**src/common/fpAdd_consts.svh**
```systemverilog
// Float format constants and register offsets of the adder
`ifndef FP_ADD_CONSTS_SVH
`define FP_ADD_CONSTS_SVH

`define FP_BIAS 127
`define FP_EXP_MAX 255
`define FP_QNAN 32'h7FC00000

// Shift distance past which the whole mantissa only feeds sticky
`define FP_STICKY_LIMIT 26

`define REG_OPA 8'h00
`define REG_OPB 8'h04
`define REG_CTRL 8'h08
`define REG_STATUS 8'h0C
`define REG_RESULT 8'h10

`endif
```
**src/common/fpAddPkg.sv**
```systemverilog
// Float word union, operand class flags, stage result structs and AXI4-Lite channel structs
package fpAddPkg;

    typedef struct packed
    {
        logic        sign;
        logic [7:0]  exponent;
        logic [22:0] mantissa;
    } floatFields;

    // Raw register word, or the IEEE-754 binary32 fields
    typedef union packed
    {
        logic [31:0] raw;
        floatFields  f;
    } floatWord;

    typedef struct packed
    {
        logic isNaN;
        logic isInf;
        logic isZero;
        logic isSub;
        logic isSignaling;
        logic pad;
    } floatClass;

    // Hidden bit, 23 fraction bits, 8 extension bits
    typedef struct packed
    {
        logic [7:0]  exponentOut;
        logic [31:0] alignedMantissaA;
        logic [31:0] alignedMantissaB;
        logic        guardBit;
        logic        roundBit;
        logic        stickyBit;
        logic        signA;
        logic        signB;
    } alignResult;

    typedef struct packed
    {
        logic        bypass;
        logic [31:0] bypassValue;
        logic        invalid;
        logic        pad;
    } specialResult;

    typedef struct packed
    {
        logic invalid;
        logic overflow;
        logic inexact;
    } addFlags;

    // Master to slave
    typedef struct packed
    {
        logic [7:0]  awaddr;
        logic        awvalid;
        logic [31:0] wdata;
        logic        wvalid;
        logic        bready;
        logic [7:0]  araddr;
        logic        arvalid;
        logic        rready;
    } axiLiteReq;

    // Slave to master
    typedef struct packed
    {
        logic        awready;
        logic        wready;
        logic [1:0]  bresp;
        logic        bvalid;
        logic        arready;
        logic [31:0] rdata;
        logic [1:0]  rresp;
        logic        rvalid;
    } axiLiteRsp;

endpackage

```
**src/design/fpAddTop.sv**
```systemverilog
// Adder top level with register block, alignment, special cases and normalize/round stages
`timescale 1ns/1ps

module fpAddTop
(
    input  logic                  clk,
    input  logic                  rstN,
    input  fpAddPkg::axiLiteReq   axiReq,
    output fpAddPkg::axiLiteRsp   axiRsp
);

    fpAddPkg::floatWord     operandA;
    fpAddPkg::floatWord     operandB;
    fpAddPkg::floatWord     result;
    fpAddPkg::addFlags      flags;
    fpAddPkg::alignResult   align;
    fpAddPkg::specialResult special;
    logic                   start;
    logic                   alignValid;
    logic                   specialValid;
    logic                   resultValid;

    axiLiteRegs axiLiteRegs_i
    (
        .clk         (clk),
        .rstN        (rstN),
        .axiReq      (axiReq),
        .result      (result),
        .flags       (flags),
        .resultValid (resultValid),
        .axiRsp      (axiRsp),
        .operandA    (operandA),
        .operandB    (operandB),
        .start       (start)
    );

    alignment alignment_i
    (
        .clk        (clk),
        .rstN       (rstN),
        .start      (start),
        .operandA   (operandA),
        .operandB   (operandB),
        .align      (align),
        .alignValid (alignValid)
    );

    specialCases specialCases_i
    (
        .clk          (clk),
        .rstN         (rstN),
        .start        (start),
        .operandA     (operandA),
        .operandB     (operandB),
        .special      (special),
        .specialValid (specialValid)
    );

    normalizeRound normalizeRound_i
    (
        .clk          (clk),
        .rstN         (rstN),
        .align        (align),
        .alignValid   (alignValid),
        .special      (special),
        .specialValid (specialValid),
        .result       (result),
        .flags        (flags),
        .resultValid  (resultValid)
    );

endmodule

```
**src/design/axiLiteRegs.sv**
```systemverilog
// AXI4-Lite slave with operand, control, status and result registers and start/done sequencing
`timescale 1ns/1ps
`include "fpAdd_consts.svh"

module axiLiteRegs
(
    input  logic                  clk,
    input  logic                  rstN,
    input  fpAddPkg::axiLiteReq   axiReq,
    input  fpAddPkg::floatWord    result,
    input  fpAddPkg::addFlags     flags,
    input  logic                  resultValid,
    output fpAddPkg::axiLiteRsp   axiRsp,
    output fpAddPkg::floatWord    operandA,
    output fpAddPkg::floatWord    operandB,
    output logic                  start
);

    logic                 awReady;
    logic                 bValid;
    logic [1:0]           bResp;
    logic                 arReady;
    logic                 rValid;
    logic [1:0]           rResp;
    logic [31:0]          rData;
    logic                 busy;
    logic                 done;
    fpAddPkg::floatWord   resultReg;
    fpAddPkg::addFlags    flagsReg;
    logic                 wrFire;
    logic                 rdFire;
    logic                 wrHit;
    logic                 rdHit;
    logic [31:0]          rdValue;

    // AW and W are taken together in one handshake
    assign wrFire = awReady && axiReq.awvalid && axiReq.wvalid;
    assign rdFire = arReady && axiReq.arvalid;

    always_comb
    begin
        case (axiReq.awaddr)
            `REG_OPA, `REG_OPB, `REG_CTRL, `REG_STATUS, `REG_RESULT: wrHit = 1'b1;
            default: wrHit = 1'b0;
        endcase
    end

    always_comb
    begin
        rdHit = 1'b1;
        case (axiReq.araddr)
            `REG_OPA:    rdValue = operandA.raw;
            `REG_OPB:    rdValue = operandB.raw;
            `REG_CTRL:   rdValue = 32'd0;
            `REG_STATUS: rdValue = {27'd0, flagsReg, busy, done};
            `REG_RESULT: rdValue = resultReg.raw;
            default:
            begin
                rdHit = 1'b0;
                rdValue = 32'd0;
            end
        endcase
    end

    always_ff @(posedge clk)
    begin
        if (!rstN)
        begin
            awReady <= 1'b0;
            bValid <= 1'b0;
            bResp <= 2'b00;
            start <= 1'b0;
            busy <= 1'b0;
            done <= 1'b0;
            flagsReg <= '0;
        end
        else
        begin
            start <= 1'b0;
            awReady <= axiReq.awvalid && axiReq.wvalid && !awReady && !bValid;
            if (wrFire)
            begin
                bValid <= 1'b1;
                bResp <= wrHit ? 2'b00 : 2'b10;
                if (axiReq.awaddr == `REG_OPA || axiReq.awaddr == `REG_OPB)
                    done <= 1'b0;
                // Start while busy is dropped
                if (axiReq.awaddr == `REG_CTRL && axiReq.wdata[0] && !busy)
                begin
                    start <= 1'b1;
                    busy <= 1'b1;
                    done <= 1'b0;
                end
            end
            else if (bValid && axiReq.bready)
                bValid <= 1'b0;

            if (resultValid)
            begin
                done <= 1'b1;
                busy <= 1'b0;
                flagsReg <= flags;
            end
        end
    end

    always_ff @(posedge clk)
    begin
        if (wrFire && axiReq.awaddr == `REG_OPA)
            operandA.raw <= axiReq.wdata;
        if (wrFire && axiReq.awaddr == `REG_OPB)
            operandB.raw <= axiReq.wdata;
        if (resultValid)
            resultReg <= result;
    end

    // Read channel, response held until rready
    always_ff @(posedge clk)
    begin
        if (!rstN)
        begin
            arReady <= 1'b0;
            rValid <= 1'b0;
        end
        else if (rdFire)
        begin
            arReady <= 1'b0;
            rValid <= 1'b1;
        end
        else if (rValid && axiReq.rready)
        begin
            arReady <= 1'b1;
            rValid <= 1'b0;
        end
        else if (!rValid)
            arReady <= 1'b1;
    end

    always_ff @(posedge clk)
    begin
        if (rdFire)
        begin
            rData <= rdValue;
            rResp <= rdHit ? 2'b00 : 2'b10;
        end
    end

    assign axiRsp.awready = awReady;
    assign axiRsp.wready  = awReady;
    assign axiRsp.bresp   = bResp;
    assign axiRsp.bvalid  = bValid;
    assign axiRsp.arready = arReady;
    assign axiRsp.rdata   = rData;
    assign axiRsp.rresp   = rResp;
    assign axiRsp.rvalid  = rValid;

endmodule

```
**src/fpAdder/normalizeRound.sv**
```systemverilog
// Mantissa add/subtract, normalization, round to nearest-even, flags and result register
`timescale 1ns/1ps
`include "fpAdd_consts.svh"

module normalizeRound
(
    input  logic                    clk,
    input  logic                    rstN,
    input  fpAddPkg::alignResult    align,
    input  logic                    alignValid,
    input  fpAddPkg::specialResult  special,
    input  logic                    specialValid,
    output fpAddPkg::floatWord      result,
    output fpAddPkg::addFlags       flags,
    output logic                    resultValid
);

    logic [7:0]           lowA;
    logic [7:0]           lowB;
    logic [32:0]          extA;
    logic [32:0]          extB;
    logic [32:0]          magnitude;
    logic                 sumSign;
    logic [5:0]           lzCount;
    logic [31:0]          normWord;
    logic signed [9:0]    normExp;
    logic signed [9:0]    finalExp;
    logic                 normGuard;
    logic                 normRound;
    logic                 normSticky;
    logic                 roundUp;
    logic [24:0]          rounded;
    fpAddPkg::floatWord   resultNext;
    fpAddPkg::addFlags    flagsNext;

    function automatic logic [5:0] countLeadingZeros(input logic [31:0] value);
        logic [5:0] count;
        logic found;
        count = 6'd32;
        found = 1'b0;
        for (int i = 31; i >= 0; i--)
        begin
            if (value[i] && !found)
            begin
                count = 6'(31 - i);
                found = 1'b1;
            end
        end
        return count;
    endfunction

    // Guard/round/sticky belong to the shifted operand, whose hidden bit is clear
    always_comb
    begin
        lowA = align.alignedMantissaA[31] ? 8'd0 :
               {align.guardBit, align.roundBit, 5'd0, align.stickyBit};
        lowB = align.alignedMantissaB[31] ? 8'd0 :
               {align.guardBit, align.roundBit, 5'd0, align.stickyBit};
        extA = {1'b0, align.alignedMantissaA[31:8], lowA};
        extB = {1'b0, align.alignedMantissaB[31:8], lowB};

        if (align.signA == align.signB)
        begin
            magnitude = extA + extB;
            sumSign = align.signA;
        end
        else if (extA >= extB)
        begin
            magnitude = extA - extB;
            sumSign = align.signA;
        end
        else
        begin
            magnitude = extB - extA;
            sumSign = align.signB;
        end
        // Exact cancellation is +0
        if (magnitude == 33'd0)
            sumSign = 1'b0;
    end

    always_comb
    begin
        lzCount = countLeadingZeros(magnitude[31:0]);
        if (magnitude[32])
        begin
            normWord = {magnitude[32:2], magnitude[1] | magnitude[0]};
            normExp = 10'(align.exponentOut) + 10'sd1;
        end
        else
        begin
            normWord = magnitude[31:0] << lzCount;
            normExp = 10'(align.exponentOut) - 10'(lzCount);
        end

        normGuard = normWord[7];
        normRound = normWord[6];
        normSticky = |normWord[5:0];
        roundUp = normGuard && (normRound || normSticky || normWord[8]);
        rounded = {1'b0, normWord[31:8]} + 25'(roundUp);
        // Carry out of rounding renormalizes
        finalExp = normExp + 10'(rounded[24]);
    end

    always_comb
    begin
        flagsNext = '0;
        resultNext.raw = 32'd0;
        if (special.bypass)
        begin
            resultNext.raw = special.bypassValue;
            flagsNext.invalid = special.invalid;
        end
        else if (magnitude == 33'd0)
            resultNext.raw = 32'd0;
        else if (normExp <= 0)
        begin
            // Too small for a normal result, flush to signed zero
            resultNext.raw = {sumSign, 31'd0};
            flagsNext.inexact = 1'b1;
        end
        else if (finalExp >= `FP_EXP_MAX)
        begin
            resultNext.raw = {sumSign, 8'(`FP_EXP_MAX), 23'd0};
            flagsNext.overflow = 1'b1;
            flagsNext.inexact = 1'b1;
        end
        else
        begin
            resultNext.f.sign = sumSign;
            resultNext.f.exponent = finalExp[7:0];
            resultNext.f.mantissa = rounded[24] ? rounded[23:1] : rounded[22:0];
            flagsNext.inexact = normGuard || normRound || normSticky;
        end
    end

    always_ff @(posedge clk)
    begin
        if (!rstN)
            resultValid <= 1'b0;
        else
            resultValid <= alignValid && specialValid;
    end

    always_ff @(posedge clk)
    begin
        if (alignValid && specialValid)
        begin
            result <= resultNext;
            flags <= flagsNext;
        end
    end

endmodule

```
**src/fpAdder/specialCases.sv**
```systemverilog
// Operand classification and bypass result selection
`timescale 1ns/1ps
`include "fpAdd_consts.svh"

module specialCases
(
    input  logic                    clk,
    input  logic                    rstN,
    input  logic                    start,
    input  fpAddPkg::floatWord      operandA,
    input  fpAddPkg::floatWord      operandB,
    output fpAddPkg::specialResult  special,
    output logic                    specialValid
);

    fpAddPkg::floatClass     classA;
    fpAddPkg::floatClass     classB;
    fpAddPkg::specialResult  specialNext;

    function automatic fpAddPkg::floatClass classify(input fpAddPkg::floatWord word);
        fpAddPkg::floatClass cls;
        logic expOnes;
        logic expZero;
        logic mantZero;
        expOnes = &word.f.exponent;
        expZero = (word.f.exponent == 8'd0);
        mantZero = (word.f.mantissa == 23'd0);
        cls.isNaN = expOnes && !mantZero;
        cls.isInf = expOnes && mantZero;
        cls.isZero = expZero && mantZero;
        cls.isSub = expZero && !mantZero;
        cls.isSignaling = cls.isNaN && !word.f.mantissa[22];
        cls.pad = 1'b0;
        return cls;
    endfunction

    assign classA = classify(operandA);
    assign classB = classify(operandB);

    always_comb
    begin
        specialNext.bypass = 1'b1;
        specialNext.invalid = 1'b0;
        specialNext.pad = 1'b0;
        if (classA.isNaN || classB.isNaN)
            specialNext.bypassValue = `FP_QNAN;
        else if (classA.isInf && classB.isInf && operandA.f.sign != operandB.f.sign)
        begin
            specialNext.bypassValue = `FP_QNAN;
            specialNext.invalid = 1'b1;
        end
        else if (classA.isInf)
            specialNext.bypassValue = operandA.raw;
        else if (classB.isInf)
            specialNext.bypassValue = operandB.raw;
        // -0 only when both zeros are negative
        else if (classA.isZero && classB.isZero)
            specialNext.bypassValue = {operandA.f.sign & operandB.f.sign, 31'd0};
        else if (classA.isZero)
            specialNext.bypassValue = operandB.raw;
        else if (classB.isZero)
            specialNext.bypassValue = operandA.raw;
        else
        begin
            specialNext.bypass = 1'b0;
            specialNext.bypassValue = 32'd0;
        end
    end

    always_ff @(posedge clk)
    begin
        if (!rstN)
            specialValid <= 1'b0;
        else
            specialValid <= start;
    end

    always_ff @(posedge clk)
    begin
        if (start)
            special <= specialNext;
    end

endmodule

```
**src/fpAdder/alignment.sv**
```systemverilog
// Exponent compare, mantissa alignment shift and guard/round/sticky generation
`timescale 1ns/1ps
`include "fpAdd_consts.svh"

module alignment
(
    input  logic                  clk,
    input  logic                  rstN,
    input  logic                  start,
    input  fpAddPkg::floatWord    operandA,
    input  fpAddPkg::floatWord    operandB,
    output fpAddPkg::alignResult  align,
    output logic                  alignValid
);

    logic [7:0]            effExpA;
    logic [7:0]            effExpB;
    logic [31:0]           mantA;
    logic [31:0]           mantB;
    logic                  aLarger;
    logic [7:0]            expDiff;
    logic [31:0]           smallMant;
    logic [31:0]           shiftedMant;
    logic [31:0]           alignedSmall;
    fpAddPkg::alignResult  alignNext;

    // Subnormals get hidden bit 0 and count as exponent 1
    always_comb
    begin
        effExpA = (operandA.f.exponent == 8'd0) ? 8'd1 : operandA.f.exponent;
        effExpB = (operandB.f.exponent == 8'd0) ? 8'd1 : operandB.f.exponent;
        mantA = {operandA.f.exponent != 8'd0, operandA.f.mantissa, 8'b0};
        mantB = {operandB.f.exponent != 8'd0, operandB.f.mantissa, 8'b0};
    end

    always_comb
    begin
        aLarger = (effExpA >= effExpB);
        if (aLarger)
        begin
            alignNext.exponentOut = effExpA;
            expDiff = effExpA - effExpB;
            smallMant = mantB;
        end
        else
        begin
            alignNext.exponentOut = effExpB;
            expDiff = effExpB - effExpA;
            smallMant = mantA;
        end
        shiftedMant = smallMant >> expDiff;

        if (expDiff > `FP_STICKY_LIMIT)
        begin
            alignedSmall = 32'd0;
            alignNext.guardBit = 1'b0;
            alignNext.roundBit = 1'b0;
            alignNext.stickyBit = |smallMant;
        end
        else
        begin
            // Bits below the round position, including those shifted out
            alignedSmall = {shiftedMant[31:8], 8'b0};
            alignNext.guardBit = shiftedMant[7];
            alignNext.roundBit = shiftedMant[6];
            alignNext.stickyBit = |(smallMant & ((32'd1 << (expDiff + 8'd6)) - 32'd1));
        end

        alignNext.alignedMantissaA = aLarger ? mantA : alignedSmall;
        alignNext.alignedMantissaB = aLarger ? alignedSmall : mantB;
        alignNext.signA = operandA.f.sign;
        alignNext.signB = operandB.f.sign;
    end

    always_ff @(posedge clk)
    begin
        if (!rstN)
            alignValid <= 1'b0;
        else
            alignValid <= start;
    end

    always_ff @(posedge clk)
    begin
        if (start)
            align <= alignNext;
    end

endmodule

```
**config.mk**
```make
export PLATFORM = sky130hd
export DESIGN_NAME = fpAddTop
export DESIGN_NICKNAME = d
export VERILOG_FILES = /design/src/common/fpAddPkg.sv /design/src/design/fpAddTop.sv /design/src/design/axiLiteRegs.sv /design/src/fpAdder/normalizeRound.sv /design/src/fpAdder/specialCases.sv /design/src/fpAdder/alignment.sv
export VERILOG_INCLUDE_DIRS = /design/src /design/src/common
export SDC_FILE = /design/constraint.sdc
export NUM_CORES = 1
export LEC_CHECK = 0
export ABC_AREA = 1
export BUFFER_PORTS_ARGS = -buffer_cell sky130_fd_sc_hd__buf_2
export CAP_MARGIN = 25
export CORE_MARGIN = 1.5
export CORE_UTILIZATION = 43
export CTS_CLUSTER_SIZE = 40
export DETAILED_ROUTE_END_ITERATION = 7
export GPL_TIMING_DRIVEN = 0
export PLACE_DENSITY_LB_ADDON = 0.25
export REMOVE_ABC_BUFFERS = 1
export SYNTH_ARGS = -nofsm -noshare
export SYNTH_HDL_FRONTEND = slang
export SYNTH_SLANG_ARGS = --single-unit
export TNS_END_PERCENT = 10
```
**constraint.sdc**
```tcl
create_clock -name clk -period 12.6 [get_ports clk]
set_input_delay 1.26 -clock clk [delete_from_list [all_inputs] [get_ports clk]]
set_output_delay 1.26 -clock clk [all_outputs]
set_load 0.01 [all_outputs]
```
==> flow_summary.toml <==
[run_status]
status = "finished clean"

[timing]
slew_viol_final = 0
max-slew-margin-rel_pct = 26.3
final-hold-violation-count = 0
worst_slack_ps = 1660
tightestPinTransition_ps = 1100
fin_crit_ps = 10940
setup_viol = 0
rsz0062_at_grt = "false"
fin_worst_skew_ps = 29.2
whs_ps = 412
fin_crit_sh_pct = 86.8
fmax_ghz = 0.0914
setup_tns_ps = 0

[worst_setup_path]
critical_path_class = "reg -> reg"
critPathBufInv = 8
cp_slowest_cell = "inv_1"
critPathMaxFanout = 32
worst-endpoint-arrival_ps = 11340
required_ps = 13000
path_common_cell = "nand2_1"
slowest_delay_ps = 1140
crit_path_end_kind = "register"
critPathLaunchType = "register"
critPathTopFamily = "simple AND/OR/NAND/NOR gates"

[routing]
wirelength_um = 86500
post-route-drc-count = 0
vias_per_cell = 5.60
ant_nets = 0
wl_per_cell_um = 19.7
drtIter0Drc = 3219
dr_total_vias = 24594
first_pass_iters = 6

[global_routing]
grt.overflow.total = 0
antenna_found_initial = 0
grt_pass1_wl_um = 131000
track_usage_pct = 29.5
grt_max_degree = 81
grt_pass1_vias = 22591

[die]
fp.dieW_um = 241
die_area_um2 = 58200
coreArea_um2 = 56300
rows = 87
ios = 96
die_y_um = 241
start_util_pct = 43.4

[logic_synthesis]
synth_edf_count = 259
postSynthCellCount = 3620
ys.warnings.count = 0
synth-seq-cells = 272
synth-async-reset-ratio_pct = 0
synth_area_um2 = 24400
synth_cell_types = 68
syn_area_per_cell_um2 = 6.74
ys.flop_type = "edfxtp_1"
ys_seq_area_share_pct = 32.9

[clock_network]
hold_buffers = 0
htree_levels = 1
cts-root-buf = "clkbuf_16"
cts.clk_slew.worst_paths_ps = 70
clock_sink_count = 272
cts_tree = "done"
clock_path_buffers = 3
cts_resized = 0
clk_latency_ps = 550
post_cts_buffers = 0
cts_buffers = 26

[job]
drv_cap = 0

[layout]
multi_input_area_um2 = 13900
ff_latch_area_um2 = 8040
drive_above_1_share_pct = 7.75
fill_cells = 5843
n_antenna_cell = 0
final_nets = 3791
syn2layout_area_growth_pct = 8.30

[power_and_ir_drop]
power.total_uw = 1830
p_leak_uw = 0.0123
peakVddDrop_uv = 91.7
power_density_nw_per_um2 = 69.3

[placed_design]
port-buffer-count = 93
hpwl_um = 68600
gp_congestion = 0.996
place_ws_ps = 2060

[min_path]
hold_path.class = "reg -> reg"
-- cells by family (layout without fill, tap and decap cells) --
group,Yosys count,after routing,synth area share (%)
AO/OA/AOI/OAI,439,439,10.4
XOR/XNOR,66,66,2.43
adder cells (fa/ha/maj),115,115,6.08
buffers and inverters,621,639,10.5
flip-flops,272,272,32.9
multiplexers,13,13,0.533
other,1,2,0.0154
AND/OR/NAND/NOR,2093,2093,37.0
-- area by class of cell --
cell class / instances / share of cell area, %
Tap cell: 756 / 3.58
Clock inverter: 13 / 0.715
Multi-Input combinational cell: 2728 / 52.5
Timing Repair Buffer: 119 / 3.43
Inverter: 474 / 6.74
Sequential cell: 272 / 30.4
Clock buffer: 33 / 2.64
-- layer usage --
metal	wire, um	part of all wire [%]	vias up	GRT usage [%]
met2	38600	45	1198	47.1
met4	4060	4.7	0	12.8
li1	-	-	11873	-
met5	0	0	-	0
met3	7040	8.1	198	2.62
met1	36800	43	11325	40.8
-- placed cells by master (no fill, tap or decap), drive strengths merged, types with 30 or more instances in the layout --
cell    count
a21oi     113
buf       119
clkbuf     33
edfxtp    259
ha        109
inv       471
nand2    1248
nand3     410
nand4      78
nor2      291
nor3       30
o21ai     216
xor2       57
-- per-stage QoR --
stage	cell area, um2	utilization, %	std cells
after floorplan	23600	-	3474
final	26400	47.0	4395
after global routing	26400	47.0	4395
after CTS	26400	47.0	4394
after global placement	25000	44.5	4323
after detailed placement	25500	45.4	4348
-- sequential cells by signal, summed over array words and instances (netlist names), 3 cells and up --
register / cells
alignment_i.align: 61
axiLiteRegs_i.flagsReg: 3
axiLiteRegs_i.operandA: 32
axiLiteRegs_i.operandB: 32
axiLiteRegs_i.rData: 32
axiLiteRegs_i.resultReg: 32
normalizeRound_i.flags: 3
normalizeRound_i.result: 32
specialCases_i.special: 34
-- report_power, final --
group	internal (uW)	switching [uW]	leakage, uW	total [uW]
registers	984	1.45	0.00237	985
clock network	478	340	0.000428	819
logic	10.9	17.9	0.00952	28.8
-- cells in the mapped netlist, types with 31 or more instances --
library cell | instances | area, um2
a21oi_1 | 110 | 551
clkbuf_1 | 80 | 300
edfxtp_1 | 259 | 7780
ha_1 | 109 | 1360
inv_1 | 455 | 1710
nand2_1 | 1211 | 4550
nand2_2 | 31 | 194
nand3_1 | 395 | 1980
nand4_1 | 78 | 488
nor2_1 | 260 | 976
o21ai_0 | 200 | 1000
xor2_1 | 56 | 490
-- worst paths after layout --
path / from / to / slack, ps / cells after the start
hold reg to reg: normalizeRound_i.result[9]$_DFFE_PP_ / axiLiteRegs_i.resultReg[9]$_DFFE_PP_ / 410 / 0
setup reg to reg: alignment_i.align[68]$_DFFE_PP_ / normalizeRound_i.result[17]$_DFFE_PP_ / 1660 / 50
setup / recovery: alignment_i.align[68]$_DFFE_PP_ / normalizeRound_i.result[17]$_DFFE_PP_ / 1660 / 50
hold / removal: normalizeRound_i.result[9]$_DFFE_PP_ / axiLiteRegs_i.resultReg[9]$_DFFE_PP_ / 410 / 0
(Power assumes the default switching activity.)
